**config.mk**
```make
export PLATFORM = sky130hd
export DESIGN_NAME = grom_cpu
export DESIGN_NICKNAME = d
export VERILOG_FILES = /design/src/grom_pkg.sv /design/src/grom_alu.sv /design/src/grom_regfile.sv /design/src/grom_decode.sv /design/src/grom_control.sv /design/src/grom_cpu.sv
export VERILOG_INCLUDE_DIRS = /design/src /design/src/src
export SDC_FILE = /design/constraint.sdc
export NUM_CORES = 1
export LEC_CHECK = 0
export BUFFER_PORTS_ARGS = -buffer_cell sky130_fd_sc_hd__buf_4
export CAP_MARGIN = 25
export CORE_ASPECT_RATIO = 1.5
export CORE_MARGIN = 5
export CORE_UTILIZATION = 45
export CTS_CLUSTER_DIAMETER = 200
export DETAILED_ROUTE_END_ITERATION = 8
export PLACE_DENSITY_LB_ADDON = 0.2
export SLEW_MARGIN = 10
export SYNTH_ARGS = -nofsm -noshare
export SYNTH_HDL_FRONTEND = slang
export SYNTH_SLANG_ARGS = --single-unit
```
**constraint.sdc**
```tcl
create_clock -name clk -period 5.03 [get_ports clk]
set_clock_uncertainty 0.2 [all_clocks]
set_input_delay 0.2515 -clock clk [delete_from_list [all_inputs] [get_ports clk]]
set_output_delay 0.2515 -clock clk [all_outputs]
set_load 0.01 [all_outputs]
```
**src/grom_defs.svh**
```systemverilog
`ifndef GROM_DEFS_SVH
`define GROM_DEFS_SVH

// Bus widths
`define GROM_ADDR_W 12
`define GROM_DATA_W 8

`define GROM_NREGS 4

// Upper address nibble of every LOAD/STORE
`define GROM_DATA_PAGE 4'hF

`define GROM_RESET_PC 12'h000

`endif

```
**src/grom_pkg.sv**
```systemverilog
`default_nettype none

package grom_pkg;

	`include "grom_defs.svh"

	typedef logic [$clog2(`GROM_NREGS)-1:0] reg_idx_t;

	// Single-byte view
	typedef struct packed {
		logic       dbl;    // Operand byte follows
		logic [2:0] grp;
		logic [1:0] fld;
		logic [1:0] rsel;
	} instr_reg_t;

	// Two-byte view
	typedef struct packed {
		logic       dbl;
		logic [2:0] grp;
		logic [3:0] nib;    // Condition or target high nibble
	} instr_jmp_t;

	typedef union packed {
		instr_reg_t r;
		instr_jmp_t j;
	} instr_t;

	typedef enum logic [2:0] {
		ALU_ADD,
		ALU_SUB,
		ALU_AND,
		ALU_OR,
		ALU_NOT,
		ALU_XOR
	} alu_op_e;

	typedef enum logic [3:0] {
		CLS_NOP,
		CLS_MOV,
		CLS_MOVI,
		CLS_ALU,
		CLS_FLAGS_ONLY,    // CMP and TST
		CLS_LOAD,
		CLS_LOADI,
		CLS_STORE,
		CLS_STOREI,
		CLS_JCOND,
		CLS_JUMP,
		CLS_HALT
	} instr_class_e;

	typedef struct packed {
		instr_class_e cls;
		alu_op_e      op;
		reg_idx_t     dst;
		reg_idx_t     src;
		logic         use_one;    // INC/DEC second operand
		logic [2:0]   cond;
	} decoded_t;

	typedef struct packed {
		logic                   go;
		alu_op_e                op;
		logic [`GROM_DATA_W-1:0] a;
		logic [`GROM_DATA_W-1:0] b;
	} alu_cmd_t;

	typedef struct packed {
		logic cf;
		logic zf;
		logic sf;
	} flags_t;

	typedef struct packed {
		logic [`GROM_ADDR_W-1:0] addr;
		logic [`GROM_DATA_W-1:0] data_out;
		logic                   we;
	} mem_bus_t;

endpackage

`default_nettype wire

```
**src/grom_alu.sv**
```systemverilog
`default_nettype none
`include "grom_defs.svh"

module grom_alu (
	input  wire logic                    clk,
	input  wire logic                    reset,
	input  wire grom_pkg::alu_cmd_t      cmd,
	output logic [`GROM_DATA_W-1:0]      result,
	output grom_pkg::flags_t             flags
);
	import grom_pkg::*;

	logic [`GROM_DATA_W:0] sum;    // Top bit is carry or borrow

	always_comb
	begin
		case (cmd.op)
			ALU_ADD: sum = {1'b0, cmd.a} + {1'b0, cmd.b};
			ALU_SUB: sum = {1'b0, cmd.a} - {1'b0, cmd.b};
			ALU_AND: sum = {1'b0, cmd.a & cmd.b};
			ALU_OR:  sum = {1'b0, cmd.a | cmd.b};
			ALU_NOT: sum = {1'b0, ~cmd.b};
			ALU_XOR: sum = {1'b0, cmd.a ^ cmd.b};
			default: sum = {1'b0, cmd.a};
		endcase
	end

	always_ff @(posedge clk)
	begin
		if (reset)
		begin
			result <= '0;
			flags  <= '0;
		end
		else if (cmd.go)
		begin
			result   <= sum[`GROM_DATA_W-1:0];
			flags.cf <= sum[`GROM_DATA_W];
			flags.zf <= (sum[`GROM_DATA_W-1:0] == '0);
			flags.sf <= sum[`GROM_DATA_W-1];
		end
	end

endmodule

`default_nettype wire

```
**src/grom_regfile.sv**
```systemverilog
`default_nettype none
`include "grom_defs.svh"

module grom_regfile (
	input  wire logic                    clk,
	input  wire logic                    reset,
	input  wire grom_pkg::reg_idx_t      rd_a_sel,
	input  wire grom_pkg::reg_idx_t      rd_b_sel,
	input  wire logic                    wr_en,
	input  wire grom_pkg::reg_idx_t      wr_sel,
	input  wire logic [`GROM_DATA_W-1:0] wr_data,
	output logic [`GROM_DATA_W-1:0]      rd_a,
	output logic [`GROM_DATA_W-1:0]      rd_b
);

	logic [`GROM_DATA_W-1:0] regs [`GROM_NREGS];

	always_ff @(posedge clk)
	begin
		if (reset)
			regs <= '{default: '0};
		else if (wr_en)
			regs[wr_sel] <= wr_data;
	end

	// Reads see the old value until the edge
	assign rd_a = regs[rd_a_sel];
	assign rd_b = regs[rd_b_sel];

endmodule

`default_nettype wire

```
**src/grom_decode.sv**
```systemverilog
`default_nettype none

module grom_decode (
	input  wire grom_pkg::instr_t ir,
	output grom_pkg::decoded_t    dec
);
	import grom_pkg::*;

	always_comb
	begin
		dec.cls     = CLS_NOP;
		dec.op      = ALU_ADD;
		dec.dst     = ir.r.fld;
		dec.src     = ir.r.rsel;
		dec.use_one = 1'b0;
		dec.cond    = ir.j.nib[2:0];
		if (!ir.r.dbl)
		begin
			case (ir.r.grp)
				3'd0: dec.cls = CLS_MOV;
				3'd1:
				begin
					// ADC and SBC fall through as no-ops
					if (!ir.r.fld[1])
					begin
						dec.cls = CLS_ALU;
						dec.op  = ir.r.fld[0] ? ALU_SUB : ALU_ADD;
						dec.dst = '0;
					end
				end
				3'd2:
				begin
					dec.cls = CLS_ALU;
					dec.dst = '0;    // Result into R0
					case (ir.r.fld)
						2'd0: dec.op = ALU_AND;
						2'd1: dec.op = ALU_OR;
						2'd2: dec.op = ALU_NOT;
						default: dec.op = ALU_XOR;
					endcase
				end
				3'd3:
				begin
					case (ir.r.fld)
						2'd0:
						begin
							dec.cls     = CLS_ALU;
							dec.dst     = ir.r.rsel;
							dec.use_one = 1'b1;
						end
						2'd1:
						begin
							dec.cls     = CLS_ALU;
							dec.op      = ALU_SUB;
							dec.dst     = ir.r.rsel;
							dec.use_one = 1'b1;
						end
						2'd2:
						begin
							dec.cls = CLS_FLAGS_ONLY;
							dec.op  = ALU_SUB;
							dec.dst = '0;
						end
						default:
						begin
							dec.cls = CLS_FLAGS_ONLY;
							dec.op  = ALU_AND;
							dec.dst = '0;
						end
					endcase
				end
				3'd5: dec.cls = CLS_LOAD;
				3'd6: dec.cls = CLS_STORE;
				3'd7:
				begin
					if (ir.r.fld == 2'b11 && ir.r.rsel == 2'b11)
						dec.cls = CLS_HALT;
				end
				default: dec.cls = CLS_NOP;    // Shifts, PUSH, POP
			endcase
		end
		else
		begin
			dec.dst = ir.j.nib[1:0];
			case (ir.j.grp)
				3'd0:
				begin
					if (!ir.j.nib[3] && ir.j.nib[2:0] != 3'b111)
						dec.cls = CLS_JCOND;
				end
				3'd1: dec.cls = CLS_JUMP;
				3'd7:
				begin
					case (ir.j.nib[3:2])
						2'd0: dec.cls = CLS_MOVI;
						2'd1: dec.cls = CLS_LOADI;
						2'd2: dec.cls = CLS_STOREI;
						default: dec.cls = CLS_NOP;
					endcase
				end
				default: dec.cls = CLS_NOP;
			endcase
		end
	end

endmodule

`default_nettype wire

```
**src/grom_control.sv**
```systemverilog
`default_nettype none
`include "grom_defs.svh"

module grom_control (
	input  wire logic                    clk,
	input  wire logic                    reset,
	input  wire logic [`GROM_DATA_W-1:0] data_in,
	output grom_pkg::mem_bus_t           bus,
	output logic                         hlt,
	output grom_pkg::instr_t             ir,
	input  wire grom_pkg::decoded_t      dec,
	output grom_pkg::reg_idx_t           rd_a_sel,
	output grom_pkg::reg_idx_t           rd_b_sel,
	input  wire logic [`GROM_DATA_W-1:0] rd_a,
	input  wire logic [`GROM_DATA_W-1:0] rd_b,
	output logic                         wr_en,
	output grom_pkg::reg_idx_t           wr_sel,
	output logic [`GROM_DATA_W-1:0]      wr_data,
	output grom_pkg::alu_cmd_t           alu_cmd,
	input  wire logic [`GROM_DATA_W-1:0] alu_res,
	input  wire grom_pkg::flags_t        flags
);
	import grom_pkg::*;

	typedef enum logic [3:0] {
		S_RESET,
		S_FETCH_PREP,
		S_FETCH_WAIT,
		S_FETCH,
		S_EXECUTE,
		S_VALUE_PREP,
		S_VALUE,
		S_EXECUTE_DBL,
		S_LOAD_WAIT,
		S_LOAD_VALUE,
		S_ALU_WAIT,
		S_ALU_RESULT
	} state_e;

	state_e                  state;
	logic [`GROM_ADDR_W-1:0] pc;
	logic [`GROM_DATA_W-1:0] operand;    // Second instruction byte
	reg_idx_t                res_sel;    // Write-back target
	logic                    take;

	assign rd_a_sel = dec.dst;
	assign rd_b_sel = dec.src;

	always_comb
	begin
		case (dec.cond)
			3'd0: take = 1'b1;
			3'd1: take = flags.cf;
			3'd2: take = !flags.cf;
			3'd3: take = flags.sf;
			3'd4: take = !flags.sf;
			3'd5: take = flags.zf;
			3'd6: take = !flags.zf;
			default: take = 1'b0;
		endcase
	end

	always_comb
	begin
		wr_en   = 1'b0;
		wr_sel  = dec.dst;
		wr_data = rd_b;
		case (state)
			S_EXECUTE: wr_en = (dec.cls == CLS_MOV);
			S_EXECUTE_DBL:
			begin
				wr_en   = (dec.cls == CLS_MOVI);
				wr_data = operand;
			end
			S_LOAD_VALUE:
			begin
				wr_en   = 1'b1;
				wr_sel  = res_sel;
				wr_data = data_in;
			end
			S_ALU_RESULT:
			begin
				wr_en   = 1'b1;
				wr_sel  = res_sel;
				wr_data = alu_res;
			end
			default: wr_en = 1'b0;
		endcase
	end

	always_ff @(posedge clk)
	begin
		alu_cmd.go <= 1'b0;    // Single-cycle pulse
		if (reset)
		begin
			state  <= S_RESET;
			pc     <= `GROM_RESET_PC;
			bus.we <= 1'b0;
			hlt    <= 1'b0;
		end
		else
		begin
			case (state)
				S_RESET: state <= S_FETCH_PREP;
				S_FETCH_PREP:
				begin
					bus.addr <= pc;
					bus.we   <= 1'b0;
					state    <= S_FETCH_WAIT;
				end
				S_FETCH_WAIT: state <= hlt ? S_FETCH_PREP : S_FETCH;    // Halted loops here
				S_FETCH:
				begin
					ir    <= data_in;
					pc    <= pc + 1'b1;
					state <= S_EXECUTE;
				end
				S_EXECUTE:
				begin
					res_sel <= dec.dst;
					state   <= S_FETCH_PREP;
					if (ir.r.dbl)
					begin
						bus.addr <= pc;
						pc       <= pc + 1'b1;
						state    <= S_VALUE_PREP;
					end
					else
					begin
						case (dec.cls)
							CLS_ALU, CLS_FLAGS_ONLY:
							begin
								alu_cmd.go <= 1'b1;
								alu_cmd.op <= dec.op;
								alu_cmd.a  <= rd_a;
								alu_cmd.b  <= dec.use_one ? `GROM_DATA_W'(1) : rd_b;
								if (dec.cls == CLS_ALU)
									state <= S_ALU_WAIT;
							end
							CLS_LOAD:
							begin
								bus.addr <= {`GROM_DATA_PAGE, rd_b};
								state    <= S_LOAD_WAIT;
							end
							CLS_STORE:
							begin
								bus.addr     <= {`GROM_DATA_PAGE, rd_a};
								bus.data_out <= rd_b;
								bus.we       <= 1'b1;
							end
							CLS_HALT: hlt <= 1'b1;
							default: hlt <= hlt;
						endcase
					end
				end
				S_VALUE_PREP: state <= S_VALUE;
				S_VALUE:
				begin
					operand <= data_in;
					state   <= S_EXECUTE_DBL;
				end
				S_EXECUTE_DBL:
				begin
					res_sel <= dec.dst;
					state   <= S_FETCH_PREP;
					case (dec.cls)
						CLS_JCOND:
						begin
							// Stays inside the current code page
							if (take)
								pc <= {pc[`GROM_ADDR_W-1:`GROM_DATA_W], operand};
						end
						CLS_JUMP: pc <= {ir.j.nib, operand};
						CLS_LOADI:
						begin
							bus.addr <= {`GROM_DATA_PAGE, operand};
							state    <= S_LOAD_WAIT;
						end
						CLS_STOREI:
						begin
							bus.addr     <= {`GROM_DATA_PAGE, operand};
							bus.data_out <= rd_b;
							bus.we       <= 1'b1;
						end
						default: pc <= pc;
					endcase
				end
				S_LOAD_WAIT: state <= S_LOAD_VALUE;
				S_ALU_WAIT: state <= S_ALU_RESULT;
				S_LOAD_VALUE, S_ALU_RESULT: state <= S_FETCH_PREP;
				default: state <= S_FETCH_PREP;
			endcase
		end
	end

endmodule

`default_nettype wire

```
**src/grom_cpu.sv**
```systemverilog
`default_nettype none
`include "grom_defs.svh"

module grom_cpu (
	input  wire logic                    clk,
	input  wire logic                    reset,
	output logic [`GROM_ADDR_W-1:0]      addr,
	input  wire logic [`GROM_DATA_W-1:0] data_in,
	output logic [`GROM_DATA_W-1:0]      data_out,
	output logic                         we,
	output logic                         hlt
);
	import grom_pkg::*;

	mem_bus_t                bus;
	instr_t                  ir;
	decoded_t                dec;
	reg_idx_t                rd_a_sel;
	reg_idx_t                rd_b_sel;
	reg_idx_t                wr_sel;
	logic [`GROM_DATA_W-1:0] rd_a;
	logic [`GROM_DATA_W-1:0] rd_b;
	logic                    wr_en;
	logic [`GROM_DATA_W-1:0] wr_data;
	alu_cmd_t                alu_cmd;
	logic [`GROM_DATA_W-1:0] alu_res;
	flags_t                  flags;

	grom_control u_control (
		.clk      (clk),
		.reset    (reset),
		.data_in  (data_in),
		.bus      (bus),
		.hlt      (hlt),
		.ir       (ir),
		.dec      (dec),
		.rd_a_sel (rd_a_sel),
		.rd_b_sel (rd_b_sel),
		.rd_a     (rd_a),
		.rd_b     (rd_b),
		.wr_en    (wr_en),
		.wr_sel   (wr_sel),
		.wr_data  (wr_data),
		.alu_cmd  (alu_cmd),
		.alu_res  (alu_res),
		.flags    (flags)
	);

	grom_decode u_decode (
		.ir  (ir),
		.dec (dec)
	);

	grom_regfile u_regfile (
		.clk      (clk),
		.reset    (reset),
		.rd_a_sel (rd_a_sel),
		.rd_b_sel (rd_b_sel),
		.wr_en    (wr_en),
		.wr_sel   (wr_sel),
		.wr_data  (wr_data),
		.rd_a     (rd_a),
		.rd_b     (rd_b)
	);

	grom_alu u_alu (
		.clk    (clk),
		.reset  (reset),
		.cmd    (alu_cmd),
		.result (alu_res),
		.flags  (flags)
	);

	// Flat memory bus
	assign addr     = bus.addr;
	assign data_out = bus.data_out;
	assign we       = bus.we;

endmodule

`default_nettype wire

```
==> results of run 1 <==
stage by stage:
| stage | cell area [um^2] | power [mW] | std cells | setup WS, ps |
|---|---|---|---|---|
| floorplan | 7270 | 1.09 | 785 | 955 |
| global placement | 7620 | 1.12 | 983 | 1510 |
| detailed placement | 7640 | 1.12 | 985 | 1490 |
| CTS | 8300 | 2.32 | 1025 | 1450 |
| global route | 8300 | 2.37 | 1025 | 1090 |
| finish | 8300 | 2.31 | 1025 | 1450 |
final cells by class:
cell class,instances,share of cell area
Sequential cell,118,0.353
Tap cell,206,0.0311
Multi-Input combinational cell,586,0.484
Inverter,35,0.0158
Clock buffer,17,0.0513
Timing Repair Buffer,48,0.0458
Clock inverter,15,0.0185
path summary, 6_finish.rpt:
kind / endpoint / slack, ps / startpoint
min: u_control.hlt / 80 / reset
min reg2reg: u_regfile.regs[26] / 270 / u_regfile.regs[26]
max: u_alu.result[7] / 1450 / u_control.alu_cmd[17]
max reg2reg: u_alu.result[7] / 1450 / u_control.alu_cmd[17]
routing by layer:
layer | GRT usage | part of all wire | vias up
li1 | - | - | 2927
met1 | 0.270 | 0.41 | 3008
met2 | 0.374 | 0.50 | 235
met3 | 0.0325 | 0.046 | 61
met4 | 0.121 | 0.046 | 0
met5 | 0 | 0 | -
cells by family after synthesis:
logic type,after synthesis
xor+xnor,10
mux,75
fa+ha+maj,32
flops,118
compound gates,194
buf+inv,81
simple gates,275
critical path, stage by stage (launching register included):
cell and delay [ps]:
edfxtp_1 350, buf_4 220, nor2_1 380, nand2_1 280
o21ai_0 340, inv_1 80, ha_1 280, nand2b_1 70
a21oi_1 190, o21ai_0 130, a21o_1 200, a2111oi_0 400
nor3_1 130, a211oi_1 240
layout by cell type, fill, tap and decap left out, types with 4 or more instances in the layout:
master and instances:
a211oi_1 11, a21o_1 4, a21oi_1 52, a221oi_1 5, a22oi_1 14, a31oi_1 12, and2_1 5, and3_1 8
buf_4 40, clkbuf_16 17, dfxtp_1 61, dlygate4sd3_1 8, edfxtp_1 57, ha_1 31, inv_1 31, inv_6 4
mux2i_1 66, mux4_2 8, nand2_1 87, nand2b_1 7, nand3_1 18, nand4_1 4, nor2_1 75, nor2b_1 12
nor3_1 18, nor3b_1 4, nor4_1 7, o211ai_1 14, o21ai_0 23, o21ai_1 7, o221ai_1 4, o2bb2ai_1 6
o31ai_1 9, or2_0 4, or3_1 6, xnor2_1 10
state kept, by name, indices dropped and copies added, names as in the netlist:
| name | count |
|---|---|
| u_alu.flags | 2 |
| u_alu.result | 8 |
| u_control.alu_cmd | 20 |
| u_control.bus | 21 |
| u_control.hlt | 1 |
| u_control.ir | 8 |
| u_control.operand | 8 |
| u_control.pc | 12 |
| u_control.res_sel | 2 |
| u_control.state | 4 |
| u_regfile.regs | 32 |
power by group through the flow:
stage                     Sequential [mW]  Clock, mW  Combinational (mW)
after floorplan                      1.04          0              0.0495
after CTS                            1.03       1.21              0.0792
final                                1.03       1.20              0.0791
after global placement               1.05          0              0.0721
after detailed placement             1.05          0              0.0731
after global routing                 1.03       1.26              0.0845
timing repair:
action	CTS	global route
hold buffers	8	0
hold endpoints to repair	16	0
buffers inserted	0	0
==> implementation parameters, run 1 <==
Parameter                              Value

Clocking
  CTS root buffer    clkbuf_16
  Clk Latency, worst-skew pair    about 420 ps
  Depth of the CTS H-tree    4
  PostCTS Resize Cnt    0
  Clock tree buffer depth    2
  Total number of clock tree sinks    118
  Total CTS buffers    17
  Clock-pin slew on the worst setup and hold paths    60 ps
  CTS tree    yes

Die
  Core ar.    about 16,000 um^2
  Floorplan die area    between 15,000 and 20,000 um^2
  Standard-cell rows    57
  Width of the chip    114 um
  Initial Utilization    0.453
  I/O pin count    32
  Height of the chip    ~170 um

Placed design
  PortBufs    31
  Half-perimeter wire length after placement    between 10 and 15 mm
  Global placer's final weighted congestion    slightly above 0.9

Logic synthesis
  Multiplexer share of the synthesized area    0.117
  Combinational family with the most area after synthesis    compound AO/OA/AOI/OAI gates
  #FFs+latches synth    approximately 120
  Biggest area contributors in the synthesized netlist    edfxtp_1 (24%), dfxtp_1 (17%), mux2i_1 (9.1%), ha_1 (5.3%), nand2_1 (4.5%)
  Number of nets in the synthesized netlist    around 830
  Leading cell type by number of instances after synthesis    nand2_1
  Synthesized instance count    a little under 800
  Dominant register cell in the synthesized netlist    dfxtp_1
  Fraction of the yosys area taken by sequential cells    0.404
  Number of enable-type register cells in the synthesized netlist    57
  Area share of the leading cell type in the synthesized netlist    0.236
  Share of the synthesized netlist area taken by xor and xnor gates    0.0121
  Async set or reset register ratio after synthesis    0
  Adder-cell share of the synthesized area    0.0561
  Cell types with the highest counts after synthesis    nand2_1 (87), nor2_1 (76), mux2i_1 (66)
  Post-synthesis cell type with the largest combined area    edfxtp_1
  Count of unique library cells instantiated by Yosys    74
  Area of the mapped netlist    7270 um^2
  Area fraction in and, or, nand and nor cells after synthesis    0.180
  Mean instance size in the synthesized netlist    9.26 um^2
  Number of warnings reported in the yosys synthesis log    0
  Compound-Gate Fraction of Synth Area    0.184

Final layout
  FILL cells    1,485
  Layout overhead on the synthesized area    14.2%
  Final core utilization    0.517
  Count of antenna diodes in the layout    0
  Layout cell share with drive strength beyond 1    0.129
  Number of nets at the end of the flow    around 850
  Register area    about 3000 um^2
  Multi-input logic area    about 4000 um^2

Worst setup path
  Arr. time, crit path    3710 ps
  Critical path class    reg -> reg
  Kind of end point of the critical path    flop
  CP Max Fanout    24
  Cells on worst reg2reg path    13
  Data required time at the worst endpoint    ~5200 ps
  Nature of the critical path startpoint    flop

Timing
  Actual slew at the worst max-slew pin    971 ps
  Achievable frequency    0.279 GHz
  RSZ-0062 raised after global routing    false
  Share of the clock period used by the worst path    0.712
  Minimum period implied by the final worst setup slack    roughly 3600 ps
  Final Hold Vio Count    0
  Final setup vio count    0
  Final worst hold slack    roughly 80 ps
  Final setup TNS    0 ps
  Max-slew violation count    0
  Slew Limit Headroom    0.353

Power
  Part of the power in registers    0.445
  Switching power of the nets    534 uW
  Lkg Pwr    2.99 nW
  Clock power share    0.521
  Share of total power in combinational logic    0.034
  Maximum ir drop on the vdd rail    0.000227 V
  Switching share of power    0.231
  Cell internal pwr    roughly 1.8 mW
  Power density over cell area    ~280 nW/um^2

GRT
  Sum of overflow across all layers after global routing    0
  Overall routing resource usage    0.222
  Number of antenna violations at the first check in global routing    0
  Vias in the first global route    6,096
  Global-route wire length before repair    between 30 and 40 mm
  Maximum number of pins on one net before global-route repair    46

Drt
  Total Routed Length    21.0 mm
  Violation count after the first detailed-route iteration    between 400 and 500
  Number of antenna-violating nets in the routed design    0
  Number of search-and-repair iterations in the first detailed-routing pass    5
  Detailed-route wire length per cell    about 20 um
  Residual DRC count    0
  Via count normalized by instance count    a little over 6
  Count of vias placed by the detailed router    roughly 6,200

Hold path
  Number of cells traversed by the worst hold path    2
  Hold WC Path Type    in -> reg

Status
  Result of the run    completed

Flow run
  Max cap viols    0
(Power assumes the default switching activity.)
==> run 2, diff against run 1 <==
==> constraint.sdc (replaced) <==
create_clock -name clk -period 3.55 [get_ports clk]
set_clock_uncertainty 0.2 [all_clocks]
set_input_delay 0.1775 -clock clk [delete_from_list [all_inputs] [get_ports clk]]
set_output_delay 0.1775 -clock clk [all_outputs]
set_load 0.01 [all_outputs]
==> run 2 against run 1 <==
Clock power up 41%. Final cell count grew 2.0%. Sequential power rose by 41%. Critical path type unchanged.
==> implementation parameters, run 2 (synthesized netlist as in run 1, its figures left out) <==
Parameter                              Value

Power
  Maximum ir drop on the vdd rail    0.000338 V (was 0.000227 V)
  Final Power    3.26 mW (was 2.31 mW)
  Power density over cell area    386 nW/um^2 (was 278 nW/um^2)
  Lkg Pwr    3.09 nW (was 2.99 nW)

Drt
  Violation count after the first detailed-route iteration    551 (was 454)
  Via count normalized by instance count    6.07 (was 6.08)
  Number of antenna-violating nets in the routed design    0 (unchanged)
  Count of vias placed by the detailed router    6,348 (was 6,231)
  Number of search-and-repair iterations in the first detailed-routing pass    5 (unchanged)
  Residual DRC count    0 (unchanged)
  Total Routed Length    21.7 mm (was 21.0 mm)
  Detailed-route wire length per cell    20.8 um (was 20.5 um)

Hold path
  Hold WC Path Type    reg -> reg (was in -> reg)

GRT
  Number of antenna violations at the first check in global routing    0 (unchanged)
  Global-route wire length before repair    34.0 mm (was 32.9 mm)
  Routing usage on met2    0.406 (was 0.374)
  Met1 layer usage reported by global route    0.273 (was 0.270)
  GRT busiest layer    met2 (unchanged)
  Overall routing resource usage    0.231 (was 0.222)
  Met3 demand-to-capacity share in global routing    0.0365 (was 0.0325)
  Sum of overflow across all layers after global routing    0 (unchanged)
  Vias in the first global route    6,264 (was 6,096)
  Maximum number of pins on one net before global-route repair    45 (was 46)

Final layout
  Largest registers    u_regfile.regs (32), u_control.bus (21), u_control.alu_cmd (20) (unchanged)
  Layout cell share with drive strength beyond 1    0.145 (was 0.129)
  Count of antenna diodes in the layout    0 (unchanged)
  Layout overhead on the synthesized area    16.3% (was 14.2%)
  Register name with the most flops    u_regfile.regs (unchanged)
  Number of nets at the end of the flow    868 (was 848)
  Multi-input logic area    4020 um^2 (about the same)
  Leading cell types in the layout, fill and taps excluded    nand2_1 (87), nor2_1 (75), mux2i_1 (66) (unchanged)
  Final core utilization    0.527 (was 0.517)
  Register area    2930 um^2 (unchanged)
  Most common cell after layout, fill and taps aside    nand2_1 (unchanged)
  Number of flip-flops in the largest register    32 (unchanged)
  FILL cells    1,483 (was 1,485)

Die
  Core ar.    16,000 um^2 (unchanged)
  Floorplan die area    18,800 um^2 (unchanged)
  Width of the chip    114 um (unchanged)
  I/O pin count    32 (unchanged)
  Initial Utilization    0.453 (unchanged)
  Height of the chip    166 um (unchanged)
  Standard-cell rows    57 (unchanged)

Worst setup path
  Origin of the critical flop-to-flop path    u_control.ir[2] (was u_control.alu_cmd[17])
  Critical path class    reg -> reg (unchanged)
  Kind of end point of the critical path    flop (unchanged)
  Arr. time, crit path    3100 ps (was 3710 ps)
  CP Max Fanout    9 (was 24)
  Cells on worst reg2reg path    9 (was 13)
  Worst setup slack for register-to-register paths    300 ps (was 1450 ps)
  Data required time at the worst endpoint    3400 ps (was 5160 ps)
  Nature of the critical path startpoint    flop (unchanged)
  Critical path capture point    u_control.bus[3] (was u_alu.result[7])
  Worst R2R End    u_control.bus[3] (was u_alu.result[7])
  Start point of the critical path    u_control.ir[2] (was u_control.alu_cmd[17])

Timing
  Actual slew at the worst max-slew pin    844 ps (was 971 ps)
  Max-slew violation count    0 (unchanged)
  Final setup TNS    0 ps (unchanged)
  Achievable frequency    0.308 GHz (was 0.279 GHz)
  Final setup vio count    0 (unchanged)
  RSZ-0062 raised after global routing    false (unchanged)
  Slew Limit Headroom    0.433 (was 0.353)
  Share of the clock period used by the worst path    0.914 (was 0.712)
  Minimum period implied by the final worst setup slack    3250 ps (was 3580 ps)
  Final Hold Vio Count    0 (unchanged)

Placed design
  Half-perimeter wire length after placement    16.1 mm (was 15.0 mm)
  Global placer's final weighted congestion    0.933 (was 0.932)
  PortBufs    31 (unchanged)

Status
  Result of the run    completed (unchanged)

Clocking
  Total number of clock tree sinks    118 (unchanged)
  Clock-pin slew on the worst setup and hold paths    60 ps (about the same)
  Depth of the CTS H-tree    4 (unchanged)
  CTS root buffer    clkbuf_16 (unchanged)
  Clock tree buffer depth    2 (unchanged)
  CTS tree    yes (unchanged)
  Clk Latency, worst-skew pair    410 ps (was 420 ps)
  Total CTS buffers    17 (unchanged)
  Number of buffers added for setup after CTS    0 (unchanged)

Flow run
  Max cap viols    0 (unchanged)
[run 2: changes by cell type in the layout (fill, tap and decap cells not counted), sizes merged]
cell	before	now
buf	40	59
clkbuf	17	18
clkinvlp	3	2
dlygate4sd3	8	9
[run 2: worst max-delay path, cell delays in order, from the launching register on]
cell and delay (ps):
edfxtp_1 540, inv_1 180, ha_1 190, and3_1 160
o21ai_1 60, a21oi_1 250, a41oi_2 120, or4_1 590
nand2_1 110, o311a_1 480
[run 2: what timing repair did]
action	in CTS	in global routing
endpoints found under the setup margin	0	0
endpoints found under the hold margin	18	0
hold buffers	9	0
resized for setup	0	0
[run 2: area by class of cell]
cell class                 count  share of cell area
multi-input combinational    586               0.476
sequential                   118               0.347
timing repair buffer          68              0.0631
clock buffer                  18              0.0508
tap                          206              0.0305
clock inverter                14              0.0176
inverter                      35              0.0155
[run 2: metrics by stage]
stage          hold WS (ps)  setup WS (ps)  instances  cell area (um^2)
5_1_grt                 300           35.2       1045              8450
4_1_cts                 273            300       1045              8450
3_3_place_gp            202            368       1004              7780
3_5_place_dp            208            316       1004              7780
6_report                275            305       1045              8450
2_1_floorplan          76.4            223        785              7270
[run 2: per-layer routing]
metal / part of all wire / vias up / wire length (um)
li1: - / 2971 / -
met1: 0.40 / 3095 / 8680
met2: 0.52 / 220 / 11300
met3: 0.042 / 62 / 904
met4: 0.041 / 0 / 886
met5: 0 / - / 0
[run 2: worst min path at each step]
stage                               to               start  slack (ps)  depth (start not counted)
floorplan              u_control.ir[0]          data_in[0]          80                          0
global placement       u_control.ir[7]          data_in[7]         200                          1
detailed placement     u_control.ir[5]          data_in[5]         210                          1
CTS                 u_regfile.regs[27]  u_regfile.regs[27]         270                          2
global route         u_regfile.regs[5]   u_regfile.regs[5]         300                          2
finish              u_regfile.regs[27]  u_regfile.regs[27]         270                          2
[run 2: power by group]
group / switching [mW] / internal, mW
Sequential: 0.0131 / 1.43
Clock: 0.650 / 1.04
Combinational: 0.0788 / 0.0492
==> run 3, diff against run 2 <==
--- a/config.mk
+++ b/config.mk
@@ -10,7 +10,7 @@
 export CAP_MARGIN = 25
 export CORE_ASPECT_RATIO = 1.5
 export CORE_MARGIN = 5
-export CORE_UTILIZATION = 45
+export CORE_UTILIZATION = 54
 export CTS_CLUSTER_DIAMETER = 200
 export DETAILED_ROUTE_END_ITERATION = 8
 export PLACE_DENSITY_LB_ADDON = 0.2
==> run 3 against run 2 <==
Largest power group unchanged. Highest routed layer unchanged. Sequential power barely moved. Combinational power fell by 9%. Critical path depth rose by 3. Clock-buffer cell count rose by 5. Final cell count fell by 4.6%. Clock power barely moved. Register-to-register slack improved by 95 ps. Flip-flop and latch count did not move. Power fell by 0.91%.
==> implementation parameters, run 3 (synthesized netlist as in run 1, its figures left out) <==
Parameter                              Value

Status
  Result of the run    completed (unchanged)

GRT
  Maximum number of pins on one net before global-route repair    45 (unchanged)
  Sum of overflow across all layers after global routing    0 (unchanged)
  Vias in the first global route    6,276 (was 6,264)
  Number of antenna violations at the first check in global routing    0 (unchanged)
  Overall routing resource usage    0.257 (was 0.231)
  Global-route wire length before repair    32.9 mm (was 34.0 mm)

Placed design
  Number of placed cells counting well taps    956 (was 1,004)
  Half-perimeter wire length after placement    15.1 mm (was 16.1 mm)
  PortBufs    31 (unchanged)
  Global placer's final weighted congestion    0.944 (was 0.933)

Clocking
  Clock tree buffer depth    2 (unchanged)
  Depth of the CTS H-tree    4 (unchanged)
  PostCTS Resize Cnt    0 (unchanged)
  Total CTS buffers    17 (unchanged)
  CTS root buffer    clkbuf_16 (unchanged)
  Clock-pin slew on the worst setup and hold paths    50 ps (was 60 ps)
  Total number of clock tree sinks    118 (unchanged)
  Clk Latency, worst-skew pair    410 ps (about the same)
  Number of buffers added for setup after CTS    0 (unchanged)
  Hold-fix buffer count after cts    9 (unchanged)
  CTS tree    yes (unchanged)

Hold path
  Hold WC Path Type    reg -> reg (unchanged)
  Number of cells traversed by the worst hold path    2 (unchanged)
  Hold Crit Endpoint    u_regfile.regs[12] (was u_regfile.regs[27])
  HP Start    u_regfile.regs[12] (was u_regfile.regs[27])

Drt
  Via count normalized by instance count    6.29 (was 6.07)
  Total Routed Length    20.5 mm (was 21.7 mm)
  Residual DRC count    0 (unchanged)
  Number of antenna-violating nets in the routed design    0 (unchanged)
  Number of search-and-repair iterations in the first detailed-routing pass    5 (unchanged)
  Count of vias placed by the detailed router    6,270 (was 6,348)
  Detailed-route wire length per cell    20.5 um (was 20.8 um)
  Violation count after the first detailed-route iteration    528 (was 551)

Die
  Initial Utilization    0.545 (was 0.453)
  Core ar.    13,300 um^2 (was 16,000 um^2)
  Width of the chip    105 um (was 114 um)
  Floorplan die area    15,900 um^2 (was 18,800 um^2)
  Height of the chip    152 um (was 166 um)
  Standard-cell rows    52 (was 57)
  I/O pin count    32 (unchanged)

Final layout
  Most common cell after layout, fill and taps aside    nand2_1 (unchanged)
  Layout overhead on the synthesized area    15.4% (was 16.3%)
  Largest registers    u_regfile.regs (32), u_control.bus (21), u_control.alu_cmd (20) (unchanged)
  Count of antenna diodes in the layout    0 (unchanged)
  FILL cells    1,079 (was 1,483)
  Layout cell share with drive strength beyond 1    0.144 (was 0.145)
  Number of nets at the end of the flow    864 (was 868)
  Leading cell types in the layout, fill and taps excluded    nand2_1 (87), nor2_1 (75), mux2i_1 (66) (unchanged)
  Final core utilization    0.629 (was 0.527)
  Number of flip-flops in the largest register    32 (unchanged)
  Register name with the most flops    u_regfile.regs (unchanged)
  Number of standard cells in the final layout excluding fillers    997 (was 1,045)

Power
  Power density over cell area    386 nW/um^2 (about the same)
  Final Power    3.23 mW (was 3.26 mW)
  Lkg Pwr    3.09 nW (about the same)
  Maximum ir drop on the vdd rail    0.000415 V (was 0.000338 V)

Timing
  Final setup TNS    0 ps (unchanged)
  Share of the clock period used by the worst path    0.887 (was 0.914)
  Final setup vio count    0 (unchanged)
  Final worst hold slack    272 ps (was 275 ps)
  Final Hold Vio Count    0 (unchanged)
  Minimum period implied by the final worst setup slack    3150 ps (was 3250 ps)
  Actual slew at the worst max-slew pin    827 ps (was 844 ps)
  RSZ-0062 raised after global routing    false (unchanged)
  Max-slew violation count    0 (unchanged)
  Slew Limit Headroom    0.448 (was 0.433)
  Achievable frequency    0.317 GHz (was 0.308 GHz)

Worst setup path
  Arr. time, crit path    3270 ps (was 3100 ps)
  Nature of the critical path startpoint    flop (unchanged)
  Kind of end point of the critical path    flop (unchanged)
  Cells on worst reg2reg path    12 (was 9)
  CP Max Fanout    5 (was 9)
  Worst R2R End    u_alu.result[7] (was u_control.bus[3])
  Origin of the critical flop-to-flop path    u_control.alu_cmd[18] (was u_control.ir[2])
  Data required time at the worst endpoint    3670 ps (was 3400 ps)
  Critical path class    reg -> reg (unchanged)
  Worst setup slack for register-to-register paths    400 ps (was 300 ps)
  Start point of the critical path    u_control.alu_cmd[18] (was u_control.ir[2])

Flow run
  Max cap viols    0 (unchanged)
[run 3: routing by layer]
layer	part of all wire	up-vias	track usage
met1	0.39	3035	0.306
li1	-	2963	-
met2	0.51	214	0.449
met5	0	-	0
met4	0.045	0	0.129
met3	0.047	58	0.0344
[run 3: worst max-delay path by stage]
stage | cells after the start | slack [ps] | to
2_1_floorplan | 14 | 220 | u_alu.flags[1]
5_1_grt | 12 | 160 | u_alu.result[7]
3_5_place_dp | 12 | 410 | u_alu.flags[1]
6_report | 12 | 400 | u_alu.result[7]
4_1_cts | 12 | 400 | u_alu.result[7]
3_3_place_gp | 12 | 420 | u_alu.flags[1]
[run 3: cell type report]
| cell class | instances | area, um^2 | area share |
|---|---|---|---|
| multi-input cells | 586 | 4020 | 0.479 |
| clock buffers | 23 | 526 | 0.0627 |
| inverters | 35 | 131 | 0.0157 |
| repair buffers | 64 | 515 | 0.0615 |
| flip-flops and latches | 118 | 2930 | 0.350 |
| clock inverters | 9 | 57.6 | 0.00686 |
| well taps | 162 | 203 | 0.0242 |
[run 3: metrics by stage]
| stage | setup WS (ps) | cell area [um^2] |
|---|---|---|
| finish | 400 | 8390 |
| global route | 157 | 8390 |
| CTS | 401 | 8390 |
| detailed placement | 414 | 7710 |
| global placement | 422 | 7710 |
| floorplan | 223 | 7270 |
[run 3: critical path: stages (launching register included)]
cell and delay, ps:
edfxtp_1 380, nor2_1 230, nand2_1 190, o21ai_0 320
inv_1 80, ha_1 280, nand2b_1 70, a21oi_1 170
o21ai_0 150, a21o_1 210, a2111oi_0 420, nor3_1 130
a211oi_1 240
[run 3: power by group]
part           internal [mW]  total, mW  switching (mW)
logic                 0.0478      0.117          0.0694
clock network           1.04       1.66           0.616
registers               1.43       1.45          0.0207
total                   2.53       3.23           0.706
